`src/sd_pkg.sv`:
```
// shared SD definitions for the native-mode initializer and its testbench
// command frames are 48 bits, MSB first, CRC7 over the first 40 bits
// only CMD0, CMD55 and ACMD41 are known here
// status characters double as the error codes of the sequence
package sd_pkg;

    // ========================================
    // commands
    // ========================================
    typedef logic [5:0] cmd_index_t;

    localparam cmd_index_t CMD0_GO_IDLE   = 6'd0;
    localparam cmd_index_t CMD55_APP      = 6'd55;
    localparam cmd_index_t ACMD41_OP_COND = 6'd41;

    // host capacity support, no voltage window
    localparam logic [31:0] ACMD41_ARG = 32'h4000_0000;

    // ========================================
    // responses
    // ========================================
    // one received frame, read as R1 or R3 by the command that was sent
    typedef union packed {
        struct packed {
            logic        start_bit;
            logic        dir;
            cmd_index_t  index;
            logic [31:0] status;
            logic [6:0]  crc;
            logic        end_bit;
        } r1;
        struct packed {
            logic        start_bit;
            logic        dir;
            logic [5:0]  rsvd;
            logic [31:0] ocr;
            logic [6:0]  ones;
            logic        end_bit;
        } r3;
    } sd_resp_u;

    localparam int R1_IDLE_BIT   = 0;
    localparam int OCR_READY_BIT = 31;

    // ========================================
    // status characters
    // ========================================
    typedef logic [7:0] status_char_t;

    localparam status_char_t CH_CMD0        = "0";
    localparam status_char_t CH_CMD55       = "5";
    localparam status_char_t CH_ACMD41      = "A";
    localparam status_char_t CH_DONE        = "D";
    // error codes
    localparam status_char_t CH_TIMEOUT     = "T";
    localparam status_char_t CH_RETRY_LIMIT = "E";
    localparam status_char_t CH_BAD_RESP    = "R";

    // CRC7, polynomial x^7 + x^3 + 1, MSB first
    function automatic logic [6:0] crc7(input logic [39:0] data);
        logic [6:0] crc;
        logic       fb;
        crc = 7'd0;
        for (int i = 39; i >= 0; i--) begin
            fb  = data[i] ^ crc[6];
            crc = {crc[5:0], 1'b0};
            if (fb)
                crc = crc ^ 7'h09;
        end
        return crc;
    endfunction

endpackage

```
`src/sd_if.sv`:
```
// command and response links between the sequencer and the CMD line blocks
// plain strobes and levels, no handshake beyond busy
`timescale 1ns/1ns

// ========================================
// command request
// ========================================
interface sd_cmd_if;
    // start is a one-cycle pulse, index and arg sampled with it
    logic                  start;
    sd_pkg::cmd_index_t    index;
    logic [31:0]           arg;
    // busy from accepted start until done
    logic                  busy;
    logic                  done;

    modport master (
        output start, index, arg,
        input  busy, done
    );

    modport slave (
        input  start, index, arg,
        output busy, done
    );
endinterface

// ========================================
// response capture
// ========================================
interface sd_resp_if;
    logic                  arm;
    // exactly one of these per arm
    logic                  valid;
    logic                  timeout;
    // kept until the next arm
    sd_pkg::sd_resp_u      resp;

    modport master (
        output arm,
        input  valid, timeout, resp
    );

    modport slave (
        input  arm,
        output valid, timeout, resp
    );
endinterface

```
`src/sd_clk_gen.sv`:
```
// SD clock divider, sd_clk toggles every CLK_DIV system clocks
// edge strobes are one system clock wide and coincide with the toggle
// all SD logic stays in the system clock domain
`timescale 1ns/1ns

module sd_clk_gen #(
    parameter int CLK_DIV = 250
) (
    input  logic clk,
    input  logic rst_n,
    output logic sd_clk,
    output logic sd_rise,
    output logic sd_fall
);

    localparam int CW = $clog2(CLK_DIV + 1);

    logic [CW-1:0] div_cnt;

    always_ff @(posedge clk or negedge rst_n) begin
        if (!rst_n) begin
            div_cnt <= '0;
            sd_clk  <= 1'b0;
            sd_rise <= 1'b0;
            sd_fall <= 1'b0;
        end else begin
            sd_rise <= 1'b0;
            sd_fall <= 1'b0;
            if (div_cnt == CW'(CLK_DIV - 1)) begin
                div_cnt <= '0;
                sd_clk  <= ~sd_clk;
                // strobe marks the edge being made now
                sd_rise <= ~sd_clk;
                sd_fall <= sd_clk;
            end else begin
                div_cnt <= div_cnt + 1'b1;
            end
        end
    end

    // tx shifts on falls, rx samples on rises, never both at once
    assert property (@(posedge clk) disable iff (!rst_n) !(sd_rise && sd_fall));

endmodule

```
`src/sd_cmd_tx.sv`:
```
// CMD line transmitter, one 48-bit command per start
// bits go out MSB first, one per SD clock fall
// CMD is driven high from the first fall after reset until the first command,
// which gives the power-up idle clocks; after each command the line is released
`timescale 1ns/1ns

module sd_cmd_tx (
    input  logic       clk,
    input  logic       rst_n,
    input  logic       sd_fall,
    sd_cmd_if.slave    cmd,
    output logic       cmd_out,
    output logic       cmd_oe
);

    logic [39:0] frame_head;
    logic [47:0] frame;
    logic [47:0] shreg;
    logic [5:0]  bit_cnt;
    logic        preamble;

    // start 0, direction 1 (host), index, argument
    assign frame_head = {1'b0, 1'b1, cmd.index, cmd.arg};
    assign frame      = {frame_head, sd_pkg::crc7(frame_head), 1'b1};

    // ========================================
    // control
    // ========================================
    always_ff @(posedge clk or negedge rst_n) begin
        if (!rst_n) begin
            cmd.busy <= 1'b0;
            cmd.done <= 1'b0;
            cmd_oe   <= 1'b0;
            cmd_out  <= 1'b1;
            bit_cnt  <= '0;
            preamble <= 1'b1;
        end else begin
            cmd.done <= 1'b0;
            if (cmd.start && !cmd.busy) begin
                // first bit waits for the next fall
                cmd.busy <= 1'b1;
                preamble <= 1'b0;
                bit_cnt  <= '0;
            end else if (sd_fall) begin
                if (cmd.busy) begin
                    if (bit_cnt == 6'd48) begin
                        // fall after the end bit
                        cmd_oe   <= 1'b0;
                        cmd_out  <= 1'b1;
                        cmd.busy <= 1'b0;
                        cmd.done <= 1'b1;
                    end else begin
                        cmd_oe  <= 1'b1;
                        cmd_out <= shreg[47];
                        bit_cnt <= bit_cnt + 1'b1;
                    end
                end else if (preamble) begin
                    // idle high before CMD0
                    cmd_oe  <= 1'b1;
                    cmd_out <= 1'b1;
                end
            end
        end
    end

    // ========================================
    // frame shifter
    // ========================================
    always_ff @(posedge clk) begin
        if (cmd.start && !cmd.busy)
            shreg <= frame;
        else if (sd_fall && cmd.busy && bit_cnt != 6'd48)
            shreg <= {shreg[46:0], 1'b1};
    end

    // sequencer keeps to the busy rule
    assert property (@(posedge clk) disable iff (!rst_n) cmd.start |-> !cmd.busy);

endmodule

```
`src/sd_init_seq.sv`:
```
// SD power-up sequencer: idle clocks, CMD0, then CMD55/ACMD41 until ready
// status goes out as single ASCII characters with a one-cycle strobe
// the consumer must take every strobe, they are at least one SD clock apart
// stops for good on done or on the first error, a new reset restarts
`timescale 1ns/1ns

module sd_init_seq #(
    parameter int MAX_RETRIES = 100
) (
    input  logic                 clk,
    input  logic                 rst_n,
    input  logic                 sd_fall,
    sd_cmd_if.master             cmd,
    sd_resp_if.master            resp,
    output sd_pkg::status_char_t char_data,
    output logic                 char_valid,
    output logic                 init_done,
    output logic                 init_error,
    output logic [31:0]          ocr
);

    localparam int RW = $clog2(MAX_RETRIES + 1);

    localparam logic [2:0] ST_PRE     = 3'd0;
    localparam logic [2:0] ST_SEND    = 3'd1;
    localparam logic [2:0] ST_TX_WAIT = 3'd2;
    localparam logic [2:0] ST_GAP     = 3'd3;
    localparam logic [2:0] ST_RX_WAIT = 3'd4;
    localparam logic [2:0] ST_VERDICT = 3'd5;
    localparam logic [2:0] ST_HALT    = 3'd6;

    logic [2:0]    state;
    // SD fall counter for idle clocks, CMD0 gap and strobe spacing
    logic [6:0]    fall_cnt;
    logic [RW-1:0] retry_cnt;

    always_ff @(posedge clk or negedge rst_n) begin
        if (!rst_n) begin
            state      <= ST_PRE;
            fall_cnt   <= '0;
            retry_cnt  <= '0;
            cmd.start  <= 1'b0;
            cmd.index  <= sd_pkg::CMD0_GO_IDLE;
            cmd.arg    <= '0;
            resp.arm   <= 1'b0;
            char_data  <= '0;
            char_valid <= 1'b0;
            init_done  <= 1'b0;
            init_error <= 1'b0;
            ocr        <= '0;
        end else begin
            cmd.start  <= 1'b0;
            resp.arm   <= 1'b0;
            char_valid <= 1'b0;
            case (state)
                // ========================================
                // power-up, 80 clocks with CMD high
                // ========================================
                ST_PRE: if (sd_fall) begin
                    fall_cnt <= fall_cnt + 1'b1;
                    if (fall_cnt == 7'd79) begin
                        cmd.index <= sd_pkg::CMD0_GO_IDLE;
                        cmd.arg   <= '0;
                        state     <= ST_SEND;
                    end
                end
                ST_SEND: if (!cmd.busy) begin
                    cmd.start <= 1'b1;
                    state     <= ST_TX_WAIT;
                end
                ST_TX_WAIT: if (cmd.done) begin
                    fall_cnt <= '0;
                    // CMD0 has no response
                    if (cmd.index == sd_pkg::CMD0_GO_IDLE) begin
                        state <= ST_GAP;
                    end else begin
                        resp.arm <= 1'b1;
                        state    <= ST_RX_WAIT;
                    end
                end
                ST_GAP: if (sd_fall) begin
                    fall_cnt <= fall_cnt + 1'b1;
                    if (fall_cnt == 7'd15) begin
                        char_data  <= sd_pkg::CH_CMD0;
                        char_valid <= 1'b1;
                        cmd.index  <= sd_pkg::CMD55_APP;
                        cmd.arg    <= '0;
                        state      <= ST_SEND;
                    end
                end
                // ========================================
                // response decode, R1 after CMD55, R3 after ACMD41
                // ========================================
                ST_RX_WAIT: begin
                    if (resp.timeout) begin
                        char_data  <= sd_pkg::CH_TIMEOUT;
                        char_valid <= 1'b1;
                        init_error <= 1'b1;
                        state      <= ST_HALT;
                    end else if (resp.valid) begin
                        char_valid <= 1'b1;
                        if (cmd.index == sd_pkg::CMD55_APP &&
                            resp.resp.r1.index == sd_pkg::CMD55_APP) begin
                            char_data <= sd_pkg::CH_CMD55;
                            cmd.index <= sd_pkg::ACMD41_OP_COND;
                            cmd.arg   <= sd_pkg::ACMD41_ARG;
                            state     <= ST_SEND;
                        end else if (cmd.index == sd_pkg::ACMD41_OP_COND &&
                                     resp.resp.r3.rsvd == 6'h3f) begin
                            // ready or not is decided a clock later
                            char_data <= sd_pkg::CH_ACMD41;
                            state     <= ST_VERDICT;
                        end else begin
                            char_data  <= sd_pkg::CH_BAD_RESP;
                            init_error <= 1'b1;
                            state      <= ST_HALT;
                        end
                    end
                end
                // OCR is still held by the receiver here
                ST_VERDICT: if (sd_fall) begin
                    fall_cnt <= fall_cnt + 1'b1;
                    if (fall_cnt == 7'd1) begin
                        if (resp.resp.r3.ocr[sd_pkg::OCR_READY_BIT]) begin
                            char_data  <= sd_pkg::CH_DONE;
                            char_valid <= 1'b1;
                            init_done  <= 1'b1;
                            ocr        <= resp.resp.r3.ocr;
                            state      <= ST_HALT;
                        end else if (retry_cnt == RW'(MAX_RETRIES - 1)) begin
                            char_data  <= sd_pkg::CH_RETRY_LIMIT;
                            char_valid <= 1'b1;
                            init_error <= 1'b1;
                            state      <= ST_HALT;
                        end else begin
                            // card busy, next CMD55/ACMD41 pair
                            retry_cnt <= retry_cnt + 1'b1;
                            cmd.index <= sd_pkg::CMD55_APP;
                            cmd.arg   <= '0;
                            state     <= ST_SEND;
                        end
                    end
                end
                default: ;
            endcase
        end
    end

    assert property (@(posedge clk) disable iff (!rst_n) !(init_done && init_error));

endmodule

```
`src/sd_init_top.sv`:
```
// SD card initializer, native SD mode, one-bit CMD line only
// CMD comes as out, output enable and in; the pad and CS/DAT3 belong to the board
// defaults give a 100 kHz SD clock from 50 MHz
`timescale 1ns/1ns

module sd_init_top #(
    parameter int CLK_DIV      = 250,
    parameter int RESP_TIMEOUT = 64,
    parameter int MAX_RETRIES  = 100
) (
    input  logic        clk,
    input  logic        rst_n,
    input  logic        cmd_in,
    output logic        sd_clk,
    output logic        cmd_out,
    output logic        cmd_oe,
    output logic        char_valid,
    output logic        init_done,
    output logic        init_error,
    output logic [7:0]  char_data,
    output logic [31:0] ocr
);

    logic sd_rise;
    logic sd_fall;

    sd_cmd_if  cmd_bus ();
    sd_resp_if resp_bus ();

    sd_clk_gen #(
        .CLK_DIV (CLK_DIV)
    ) u_clk_gen (
        .clk     (clk),
        .rst_n   (rst_n),
        .sd_clk  (sd_clk),
        .sd_rise (sd_rise),
        .sd_fall (sd_fall)
    );

    sd_cmd_tx u_cmd_tx (
        .clk     (clk),
        .rst_n   (rst_n),
        .sd_fall (sd_fall),
        .cmd     (cmd_bus.slave),
        .cmd_out (cmd_out),
        .cmd_oe  (cmd_oe)
    );

    sd_resp_rx #(
        .RESP_TIMEOUT (RESP_TIMEOUT)
    ) u_resp_rx (
        .clk     (clk),
        .rst_n   (rst_n),
        .sd_rise (sd_rise),
        .cmd_in  (cmd_in),
        .resp    (resp_bus.slave)
    );

    sd_init_seq #(
        .MAX_RETRIES (MAX_RETRIES)
    ) u_init_seq (
        .clk        (clk),
        .rst_n      (rst_n),
        .sd_fall    (sd_fall),
        .cmd        (cmd_bus.master),
        .resp       (resp_bus.master),
        .char_data  (char_data),
        .char_valid (char_valid),
        .init_done  (init_done),
        .init_error (init_error),
        .ocr        (ocr)
    );

endmodule

```
`src/sd_resp_rx.sv`:
```
// CMD line receiver for 48-bit responses (R1, R3)
// hunts for a start bit after each arm, sampling on SD clock rises
// no CRC check on the response, the sequencer decodes the fields
// timeout after RESP_TIMEOUT rises without a start bit
`timescale 1ns/1ns

module sd_resp_rx #(
    parameter int RESP_TIMEOUT = 64
) (
    input  logic       clk,
    input  logic       rst_n,
    input  logic       sd_rise,
    input  logic       cmd_in,
    sd_resp_if.slave   resp
);

    localparam int TW = $clog2(RESP_TIMEOUT + 1);

    localparam logic [1:0] ST_IDLE = 2'd0;
    localparam logic [1:0] ST_HUNT = 2'd1;
    localparam logic [1:0] ST_CAPT = 2'd2;

    logic [1:0]    state;
    logic [TW-1:0] wait_cnt;
    logic [5:0]    bit_cnt;
    logic [47:0]   shreg;

    // ========================================
    // control
    // ========================================
    always_ff @(posedge clk or negedge rst_n) begin
        if (!rst_n) begin
            state        <= ST_IDLE;
            wait_cnt     <= '0;
            bit_cnt      <= '0;
            resp.valid   <= 1'b0;
            resp.timeout <= 1'b0;
        end else begin
            resp.valid   <= 1'b0;
            resp.timeout <= 1'b0;
            if (resp.arm) begin
                state    <= ST_HUNT;
                wait_cnt <= '0;
            end else if (sd_rise) begin
                case (state)
                    ST_HUNT: begin
                        if (!cmd_in) begin
                            // start bit is bit 1 of 48
                            state   <= ST_CAPT;
                            bit_cnt <= 6'd1;
                        end else if (wait_cnt == TW'(RESP_TIMEOUT - 1)) begin
                            resp.timeout <= 1'b1;
                            state        <= ST_IDLE;
                        end else begin
                            wait_cnt <= wait_cnt + 1'b1;
                        end
                    end
                    ST_CAPT: begin
                        if (bit_cnt == 6'd47) begin
                            resp.valid <= 1'b1;
                            state      <= ST_IDLE;
                        end else begin
                            bit_cnt <= bit_cnt + 1'b1;
                        end
                    end
                    default: ;
                endcase
            end
        end
    end

    // ========================================
    // capture
    // ========================================
    // idle ones shift through while hunting, start bit lands at the MSB
    always_ff @(posedge clk) begin
        if (sd_rise && state != ST_IDLE)
            shreg <= {shreg[46:0], cmd_in};
        if (sd_rise && state == ST_CAPT && bit_cnt == 6'd47)
            resp.resp <= {shreg[46:0], cmd_in};
    end

    assert property (@(posedge clk) disable iff (!rst_n) !(resp.valid && resp.timeout));

endmodule

```
`config.mk`:
```
export PLATFORM = sky130hd
export DESIGN_NAME = sd_init_top
export DESIGN_NICKNAME = d
export VERILOG_FILES = /design/src/sd_pkg.sv /design/src/sd_if.sv /design/src/sd_clk_gen.sv /design/src/sd_cmd_tx.sv /design/src/sd_init_seq.sv /design/src/sd_init_top.sv /design/src/sd_resp_rx.sv
export SDC_FILE = /design/constraint.sdc
export NUM_CORES = 1
export LEC_CHECK = 0
export BUFFER_PORTS_ARGS = -buffer_cell sky130_fd_sc_hd__clkbuf_2
export CAP_MARGIN = 20
export CELL_PAD_IN_SITES_DETAIL_PLACEMENT = 1
export CELL_PAD_IN_SITES_GLOBAL_PLACEMENT = 1
export CORE_MARGIN = 2
export CORE_UTILIZATION = 46
export CTS_CLUSTER_SIZE = 16
export DETAILED_ROUTE_END_ITERATION = 10
export PLACE_DENSITY_LB_ADDON = 0.1
export SYNTH_ARGS = -nofsm -noshare
export SYNTH_HDL_FRONTEND = slang
export SYNTH_SLANG_ARGS = --single-unit
```
`constraint.sdc`:
```
create_clock -name clk -period 3.16 [get_ports clk]
set_clock_uncertainty 0.05 [all_clocks]
set_input_delay 0.79 -clock clk [delete_from_list [all_inputs] [get_ports clk]]
set_output_delay 0.79 -clock clk [all_outputs]
set_load 0.1 [all_outputs]
```
==> reports/results.tsv, run 1 <==
stage	metric	value	unit
detailed_routing	Via Count	5200	
run_status	status	complete, no violations	
clock_tree	Reg clk slew, reported paths	60	ps
clock_tree	CTS Buffer Depth	3	
synth	fraction of registers with async set/reset	43.7	%
die	full die area	21200	µm²
synth	Main synth FF type	edfxtp_1	
timing	RSZ-0062 raised after global routing	false	
power	peak supply drop	0.408	mV
grt	initial antenna violation count	0	
grt	pin count of the biggest net entering global routing	96	
placement	IO Port Bufs	46	
clock_tree	# hold bufs at CTS	0	
worst_setup_path	most used cell, CP	o211ai_1	
worst_hold_path	min-delay worst type	input port to asynchronous set/reset pin	
synth	synthesized instance count	654	
layout	number of inserted diodes	0	
run	max-cap violations	0	
synth	EDFF count, synth	128	
die	# rows	51	
grt	global route overflow	0	
detailed_routing	first-pass iteration count of the detailed router	4	
worst_setup_path	CP max-delay cell	dfrtp_1	
detailed_routing	Vias/cell	5.23	
layout	commonest non-fill, non-tap cell in the layout	edfxtp_1	
timing	Setup Viol. Count Final	0	
clock_tree	Root Driver	clkbuf_16	
worst_setup_path	CP max stage delay	720	ps
clock_tree	Resized Gates After CTS	0	
detailed_routing	Routed Antenna Nets	0	
timing	Tcrit/Tclk final	79.5	%
layout	fill cell count	1969	
timing	Slew Limit Fails	0	
clock_tree	post-CTS setup buffers	0	
worst_setup_path	crit path max fanout	21	
detailed_routing	Total Wirelength	16900	µm
layout	commonest non-fill, non-tap cells in the layout	edfxtp_1, dfrtp_1, nand2_1	
clock_tree	clk sinks	231	
placement	Post-DP HPWL	11000	µm
synth	Seq cells post-synth	231	
timing	setup TNS	0	ps
worst_setup_path	worst endpoint required time	3510	ps
die	area of the core	19600	µm²
layout	Core Util, Final	54.0	%
synth	number of distinct library cells after synthesis	66	
worst_setup_path	critical setup path kind	flip-flop to flip-flop	
timing	Worst slew margin	39.8	%
die	Die H	146	µm
detailed_routing	drc violations	0	
power	Power Dens Cells	572	nW/µm²
power	P_leak	4.18	nW
worst_setup_path	crit path DAT	2860	ps
clock_tree	TritonCTS clock tree	built	
synth	Netlist Area Pre-Place	9230	µm²
die	Starting Density	47.1	%
placement	final estimated routing congestion in global placement	0.866	
worst_setup_path	RR Endpoint	u_init_seq.char_data[5]$_DFFE_PN0P_	
clock_tree	worst skew pair latency	510	ps
clock_tree	total CTS buffers	24	
synth	post-synthesis sequential area ratio	69.5	%
timing	Least-Margin Pin Slew	901	ps
layout	share of cells above drive strength 1	19.5	%
die	Ports	49	
worst_setup_path	worst-path cell chain	and4b_1 > nand3_1 > o211ai_1 > o211ai_1 > o21a_1	
worst_setup_path	Reg2Reg Setup Slack	650	ps
detailed_routing	wire length per cell after detailed routing	17.0	µm
worst_setup_path	FF-to-FF path depth	5	
worst_setup_path	Startpoint Class	flip-flop	
clock_tree	H-tree Lvls	1	
grt	vias in the first global route	5577	
grt	GRT Total Usage	16.7	%
detailed_routing	Iteration-0 DRC Markers	227	
layout	Area Growth Syn to Fin	14.6	%
layout	Final #Nets	733	
timing	max frequency	398	MHz
grt	first-pass GRT wire length	29300	µm
worst_setup_path	FF-to-FF Start	u_init_seq.state[2]$_DFFE_PN0P_	
worst_setup_path	crit path capture type	flip-flop	
timing	Hold Vio Cnt, Final	0	
synth	YS warnings	0	
timing	min cycle time layout	2510	ps
die	Die W	146	µm
synth	Mean Syn Cell Area	14.1	µm²
==> state kept, by name (all words and copies together), names as in the netlist, 7 cells and up <==
name / flops
u_resp_rx.resp.resp: 38
u_clk_gen.div_cnt: 8
u_init_seq.ocr: 31
u_init_seq.fall_cnt: 7
u_resp_rx.wait_cnt: 7
u_resp_rx.shreg: 45
u_init_seq.retry_cnt: 7
u_cmd_tx.shreg: 47
==> cells in the mapped netlist (5+ instances only) <==
cell type | number | share of area, %
and3_1 | 6 | 0.41
a31oi_1 | 5 | 0.34
dfrtp_1 | 99 | 27
nand2_1 | 56 | 2.3
buf_2 | 6 | 0.33
edfxtp_1 | 128 | 42
ha_1 | 18 | 2.4
xor2_1 | 16 | 1.5
a21oi_1 | 10 | 0.54
and2_1 | 36 | 2.4
nor2_1 | 45 | 1.8
nor3_1 | 7 | 0.38
nand4_1 | 12 | 0.81
nand3_1 | 20 | 1.1
xnor2_1 | 15 | 1.4
nor2b_1 | 5 | 0.34
o31ai_1 | 6 | 0.49
clkbuf_1 | 11 | 0.45
inv_1 | 21 | 0.85
o21ai_0 | 24 | 1.3
nand2b_1 | 7 | 0.47
mux2_2 | 33 | 4.0
==> final cells by class <==
| class | count | area, µm² | share of cell area, % |
|---|---|---|---|
| clock buffers | 34 | 678 | 6.41 |
| clock inverters | 10 | 136 | 1.29 |
| inverters | 21 | 78.8 | 0.745 |
| multi-input cells | 380 | 2620 | 24.8 |
| flip-flops and latches | 231 | 6410 | 60.7 |
| well taps | 265 | 332 | 3.14 |
| repair buffers | 54 | 318 | 3.01 |
==> routing by layer <==
| metal | vias to the layer above | wire (µm) | global-route usage [%] |
|---|---|---|---|
| li1 | 2463 | - | - |
| met1 | 2636 | 7740 | 22.9 |
| met2 | 66 | 8190 | 27.7 |
| met3 | 35 | 498 | 2.82 |
| met4 | 0 | 460 | 4.95 |
| met5 | - | 0 | 0 |
==> worst max-delay path: cells and delay by family (launching register included) <==
family          cells  cell delay [ps]
compound gates      3             1140
simple gates        2              480
flops               1              720
==> where the power goes <==
group / internal (W) / switching [W]
Sequential: 0.00316 / 0
Clock: 0.00174 / 0.00111
Combinational: 0.00000396 / 0.0000364
==> worst max path at each step <==
stage	start	endpoint	slack (ps)
after floorplan	u_resp_rx.state[0]$_DFFE_PN0P_	u_resp_rx.shreg[0]$_DFFE_PP_	50
after global placement	u_init_seq.state[2]$_DFFE_PN0P_	u_init_seq.char_data[5]$_DFFE_PN0P_	840
after detailed placement	u_resp_rx.bit_cnt[0]$_DFFE_PN0P_	u_resp_rx.resp.resp[35]$_DFFE_PP_	720
after CTS	u_init_seq.state[2]$_DFFE_PN0P_	u_init_seq.char_data[5]$_DFFE_PN0P_	690
after global routing	u_init_seq.state[2]$_DFFE_PN0P_	u_init_seq.char_data[5]$_DFFE_PN0P_	380
final	u_init_seq.state[2]$_DFFE_PN0P_	u_init_seq.char_data[5]$_DFFE_PN0P_	650
==> cell families (layout without fill, tap and decap cells) <==
| kind of cell | after synthesis | count (layout) | share of synthesized area, % |
|---|---|---|---|
| other | 1 | 2 | 0.0406 |
| AND/OR/NAND/NOR | 221 | 221 | 13.0 |
| multiplexers | 37 | 37 | 4.48 |
| buffers and inverters | 44 | 119 | 2.24 |
| adder cells (fa/ha/maj) | 18 | 18 | 2.44 |
| XOR/XNOR | 31 | 31 | 2.94 |
| AO/OA/AOI/OAI | 71 | 71 | 5.36 |
| flip-flops | 231 | 231 | 69.5 |
==> through the flow <==
| stage | hold WS (ps) | total power (W) | std cells | setup slack [ps] | cell area [µm²] |
|---|---|---|---|---|---|
| floorplan | 350 | 0.00323 | 655 | 51.5 | 9230 |
| global placement | 355 | 0.00326 | 951 | 837 | 9760 |
| detailed placement | 358 | 0.00326 | 951 | 719 | 9760 |
| CTS | 27.4 | 0.00615 | 995 | 689 | 10600 |
| global route | 30.6 | 0.00627 | 995 | 378 | 10600 |
| finish | 48.4 | 0.00605 | 995 | 649 | 10600 |
Note: power is estimated with default switching activity, not from simulation.
==> inputs of run 2 (changes only) <==
--- a/config.mk
+++ b/config.mk
@@ -10,7 +10,7 @@
 export CELL_PAD_IN_SITES_DETAIL_PLACEMENT = 1
 export CELL_PAD_IN_SITES_GLOBAL_PLACEMENT = 1
 export CORE_MARGIN = 2
-export CORE_UTILIZATION = 46
+export CORE_UTILIZATION = 51
 export CTS_CLUSTER_SIZE = 16
 export DETAILED_ROUTE_END_ITERATION = 10
 export PLACE_DENSITY_LB_ADDON = 0.1
==> constraint.sdc (replaced) <==
create_clock -name clk -period 2.37 [get_ports clk]
set_clock_uncertainty 0.05 [all_clocks]
set_input_delay 0.5925 -clock clk [delete_from_list [all_inputs] [get_ports clk]]
set_output_delay 0.5925 -clock clk [all_outputs]
set_load 0.1 [all_outputs]
==> run 2 against run 1 <==
Against the previous run:
- register-to-register slack got worse by 480 ps
- wire length increased by 6.1%
- clock-buffer cell count rose by 3
- critical path depth up 2
- maximum frequency up 14%
- global-route usage increased by 2.5 points
- via count grew 1.7%
- cell area up 1.2%
- clock power up 41%
- cell count is 2.4% lower
- critical path type unchanged
- critical endpoint is now u_init_seq.state[1]$_DFFE_PN0P_
- largest cell class unchanged
==> reports/results.tsv, run 2 (synthesized netlist as in run 1, its figures left out) <==
stage	metric	value	unit
timing	Tcrit/Tclk final	92.7	%
detailed_routing	Routed Antenna Nets	0	
layout	Final Cell Area	10700	µm²
worst_setup_path	crit path capture type	flip-flop	
die	full die area	19200	µm²
timing	setup TNS	0	ps
power	Sw Pwr	0.00158	W
worst_setup_path	Crit path max-delay family	compound AO/OA/AOI/OAI gates	
power	Int Pwr	0.00671	W
layout	Core Util, Final	60.0	%
placement	Post-DP HPWL	11700	µm
die	Starting Density	51.7	%
worst_setup_path	critical setup path kind	flip-flop to flip-flop	
grt	pin count of the biggest net entering global routing	46	
die	Die W	138	µm
detailed_routing	Iteration-0 DRC Markers	187	
worst_setup_path	worst-path cell chain	inv_1 > ha_1 > nand3_1 > and2_1 > o311ai_1 > o211ai_1 > mux2_1	
placement	final estimated routing congestion in global placement	0.836	
clock_tree	clk sinks	231	
layout	Area Growth Syn to Fin	16.0	%
worst_setup_path	Startpoint Class	flip-flop	
layout	biggest regs	u_cmd_tx.shreg (47), u_resp_rx.shreg (45), u_resp_rx.resp.resp (38)	
detailed_routing	Vias/cell	5.45	
die	Die H	138	µm
worst_setup_path	crit path DAT	2560	ps
power	Power, Total	0.00830	W
clock_tree	Root Driver	clkbuf_16	
power	clock network power share	48.5	%
placement	IO Port Bufs	46	
layout	share of cells above drive strength 1	20.6	%
power	Power Dens Cells	775	nW/µm²
clock_tree	total CTS buffers	25	
layout	commonest non-fill, non-tap cell in the layout	edfxtp_1	
die	# rows	49	
layout	max FFs per register	47	
power	Seq pwr share	50.7	%
timing	RSZ-0062 raised after global routing	false	
layout	commonest non-fill, non-tap cells in the layout	edfxtp_1, dfrtp_1, nand2_1	
grt	vias in the first global route	5854	
die	Ports	49	
detailed_routing	Via Count	5289	
layout	Reg with most FFs	u_cmd_tx.shreg	
timing	min cycle time layout	2200	ps
worst_setup_path	worst endpoint required time	2730	ps
power	peak supply drop	0.574	mV
timing	Setup Viol. Count Final	0	
worst_setup_path	crit path max fanout	7	
detailed_routing	drc violations	0	
worst_setup_path	Buf/Inv on CP	1	
worst_setup_path	CP max stage delay	470	ps
clock_tree	post-CTS setup buffers	0	
grt	GRT Total Usage	19.2	%
grt	initial antenna violation count	0	
layout	Final #Nets	744	
power	P_leak	4.27	nW
timing	Hold Vio Cnt, Final	0	
timing	Least-Margin Pin Slew	651	ps
detailed_routing	first-pass iteration count of the detailed router	4	
clock_tree	CTS Buffer Depth	3	
layout	number of inserted diodes	0	
detailed_routing	Total Wirelength	17900	µm
clock_tree	worst skew pair latency	530	ps
power	combinational fraction of design power	0.7	%
worst_setup_path	CP max-delay cell	dfrtp_1	
clock_tree	TritonCTS clock tree	built	
detailed_routing	wire length per cell after detailed routing	18.5	µm
placement	Cells after DPL	924	
layout	Final Non-Filler Cells	971	
timing	Worst slew margin	56.5	%
timing	Slew Limit Fails	0	
timing	max frequency	455	MHz
clock_tree	H-tree Lvls	1	
run_status	status	complete, no violations	
grt	global route overflow	0	
worst_hold_path	min-delay worst type	input port to flip-flop	
run	max-cap violations	0	
grt	first-pass GRT wire length	30000	µm
die	area of the core	17800	µm²
power	switching fraction of total power	19.1	%
placement	dpl cell area	9830	µm²
clock_tree	Reg clk slew, reported paths	60	ps
[run 2: changes by cell type in the layout (fill, tap and decap cells not counted), moves of 2 or more]
| cell | before | now |
|---|---|---|
| buf_12 | 2 | 6 |
| buf_4 | 7 | 12 |
| clkbuf_1 | 6 | 9 |
| clkinv_1 | 2 | 0 |
[run 2: per-layer routing]
layer,part of all wire (%),routed length (µm),GRT usage [%]
met1,44,7910,24.9
met2,50,8950,33.4
met3,4.1,726,4.05
met4,1.9,337,4.51
met5,0,0,0
[run 2: cell type report]
| type | count | area (µm²) |
|---|---|---|
| fill | 1729 | 7140 |
| sequential | 231 | 6410 |
| multi-input combinational | 380 | 2620 |
| clock buffer | 37 | 701 |
| timing repair buffer | 64 | 445 |
| tap | 229 | 287 |
| clock inverter | 9 | 160 |
| inverter | 21 | 78.8 |
[run 2: metrics by stage]
stage / setup slack, ps / hold slack, ps
3_3_place_gp: 351 / 355
6_report: 173 / 277
3_5_place_dp: 132 / 356
4_1_cts: 97.1 / 248
5_1_grt: 40.8 / 264
2_1_floorplan: 111 / 247
[run 2: power groups by stage]
stage	combinational, W	clock [W]	sequential (W)
finish	0.0000616	0.00403	0.00421
floorplan	0.0000166	0	0.00429
global route	0.0000699	0.00425	0.00421
global placement	0.0000626	0	0.00429
detailed placement	0.0000640	0	0.00429
CTS	0.0000655	0.00412	0.00421
[run 2: timing repair]
action,in CTS,in global routing
endpoints found under the setup margin,0,1
resized for setup,0,1
hold buffers,1,0
hold endpoints to repair,13,0
[run 2: worst paths after layout]
path	from	end	slack (ps)	depth (start not counted)
min	cmd_in	u_resp_rx.shreg[0]$_DFFE_PP_	280	1
max	u_init_seq.cmd.index[4]$_DFFE_PN0P_	u_init_seq.state[1]$_DFFE_PN0P_	170	7
max in group asynchronous	rst_n	u_resp_rx.wait_cnt[3]$_DFFE_PN0P_	1230	3
min in group asynchronous	rst_n	u_cmd_tx.bit_cnt[2]$_DFFE_PN0P_	440	2
max reg2reg	u_init_seq.cmd.index[4]$_DFFE_PN0P_	u_init_seq.state[1]$_DFFE_PN0P_	170	7
min reg2reg	u_resp_rx.shreg[44]$_DFFE_PP_	u_resp_rx.resp.resp[45]$_DFFE_PP_	370	0
==> inputs of run 3 (changes only) <==
==> constraint.sdc (replaced) <==
create_clock -name clk -period 2.5 [get_ports clk]
set_clock_uncertainty 0.05 [all_clocks]
set_input_delay 0.625 -clock clk [delete_from_list [all_inputs] [get_ports clk]]
set_output_delay 0.625 -clock clk [all_outputs]
set_load 0.1 [all_outputs]
==> run 3 against run 2 <==
Against the previous run:
- via count increased by 0.13%
- largest power group unchanged
- power fell by 7.0%
- cell area down 0.67%
- clock power is 8.9% lower
- register-to-register slack better by 160 ps
==> reports/results.tsv, run 3 (synthesized netlist as in run 1, its figures left out) <==
stage	metric	value	unit
run_status	status	complete, no violations	
timing	min cycle time layout	2160	ps
detailed_routing	wire length per cell after detailed routing	19.0	µm
worst_setup_path	worst endpoint required time	2860	ps
worst_setup_path	Buf/Inv on CP	0	
worst_setup_path	Startpoint Class	flip-flop	
layout	Reg with most FFs	u_cmd_tx.shreg	
placement	IO Port Bufs	46	
timing	Slew Limit Fails	0	
worst_setup_path	worst-path cell chain	ha_1 > and3b_1 > nand2_1 > a221oi_4 > nand3_2 > mux2_1	
worst_setup_path	CP max stage delay	450	ps
timing	Least-Margin Pin Slew	680	ps
layout	share of cells above drive strength 1	20.2	%
clock_tree	# hold bufs at CTS	0	
clock_tree	CTS Buffer Depth	3	
layout	Area Growth Syn to Fin	15.3	%
run	max-cap violations	0	
layout	commonest non-fill, non-tap cells in the layout	edfxtp_1, dfrtp_1, nand2_1	
die	Die H	138	µm
die	Die W	138	µm
die	# rows	49	
layout	fill cell count	1701	
clock_tree	total CTS buffers	24	
grt	pin count of the biggest net entering global routing	50	
power	P_leak	4.23	nW
clock_tree	H-tree Lvls	1	
die	full die area	19200	µm²
timing	setup TNS	0	ps
die	Starting Density	51.7	%
detailed_routing	Vias/cell	5.48	
worst_setup_path	crit path capture type	flip-flop	
detailed_routing	Via Count	5296	
worst_setup_path	critical setup path kind	flip-flop to flip-flop	
grt	vias in the first global route	5734	
worst_setup_path	CP max-delay cell	a221oi_4	
clock_tree	TritonCTS clock tree	built	
clock_tree	Root Driver	clkbuf_16	
die	area of the core	17800	µm²
timing	Fin Hold WS	33.6	ps
layout	number of inserted diodes	0	
placement	final estimated routing congestion in global placement	0.793	
grt	first-pass GRT wire length	31000	µm
clock_tree	clk sinks	231	
worst_hold_path	min-delay worst type	input port to asynchronous set/reset pin	
timing	RSZ-0062 raised after global routing	false	
detailed_routing	Total Wirelength	18400	µm
detailed_routing	drc violations	0	
placement	Post-DP HPWL	11800	µm
layout	Final #Nets	740	
clock_tree	post-CTS setup buffers	0	
timing	max frequency	462	MHz
timing	Worst slew margin	54.1	%
clock_tree	worst skew pair latency	530	ps
detailed_routing	Iteration-0 DRC Markers	251	
layout	max FFs per register	47	
power	Power, Total	0.00772	W
clock_tree	Resized Gates After CTS	0	
timing	Tcrit/Tclk final	86.5	%
layout	commonest non-fill, non-tap cell in the layout	edfxtp_1	
power	Power Dens Cells	726	nW/µm²
clock_tree	Reg clk slew, reported paths	70	ps
die	Ports	49	
grt	initial antenna violation count	0	
power	peak supply drop	0.788	mV
detailed_routing	first-pass iteration count of the detailed router	4	
layout	biggest regs	u_cmd_tx.shreg (47), u_resp_rx.shreg (45), u_resp_rx.resp.resp (38)	
worst_setup_path	crit path max fanout	7	
worst_setup_path	crit path DAT	2530	ps
grt	global route overflow	0	
detailed_routing	Routed Antenna Nets	0	
timing	Hold Vio Cnt, Final	0	
worst_setup_path	Crit path max-delay family	simple AND/OR/NAND/NOR gates	
grt	GRT Total Usage	20.0	%
timing	Setup Viol. Count Final	0	
[run 3: worst paths after layout]
| check | cells past startpoint | slack (ps) | to | from |
|---|---|---|---|---|
| max | 6 | 340 | u_init_seq.state[1]$_DFFE_PN0P_ | u_init_seq.fall_cnt[0]$_DFFE_PN0P_ |
| min | 1 | 30 | u_init_seq.cmd.index[0]$_DFFE_PN0P_ | rst_n |
| max reg2reg | 6 | 340 | u_init_seq.state[1]$_DFFE_PN0P_ | u_init_seq.fall_cnt[0]$_DFFE_PN0P_ |
| min reg2reg | 0 | 380 | u_resp_rx.shreg[2]$_DFFE_PP_ | u_resp_rx.shreg[1]$_DFFE_PP_ |
| max in group asynchronous | 2 | 1800 | u_init_seq.ocr[16]$_DFFE_PN0P_ | rst_n |
| min in group clk | 1 | 290 | u_resp_rx.shreg[0]$_DFFE_PP_ | cmd_in |
[run 3: power by group]
part           switching [W]  internal (W)
registers                  0       0.00399
logic              0.0000488    0.00000999
clock network        0.00145       0.00222
[run 3: layout make-up]
class / count / area (µm²) / share of cell area (%)
clock buffer: 35 / 682 / 6.41
multi-input combinational: 380 / 2620 / 24.6
sequential: 231 / 6410 / 60.3
timing repair buffer: 61 / 408 / 3.84
tap: 229 / 287 / 2.69
inverter: 21 / 78.8 / 0.741
clock inverter: 9 / 148 / 1.39
[run 3: through the flow]
step / setup WS [ps] / std cells / utilization [%] / area [µm²]
2_1_floorplan: 65.6 / 655 / - / 9230
3_3_place_gp: 475 / 922 / 55.0 / 9800
3_5_place_dp: 320 / 922 / 55.0 / 9800
4_1_cts: 324 / 966 / 59.6 / 10600
5_1_grt: 170 / 966 / 59.6 / 10600
6_report: 337 / 966 / 59.6 / 10600
[run 3: layer usage]
metal / part of all wire [%] / GRT usage, %
met1: 44 / 26.8
met2: 51 / 34.4
met3: 3.2 / 3.60
met4: 1.8 / 4.67
met5: 0 / 0
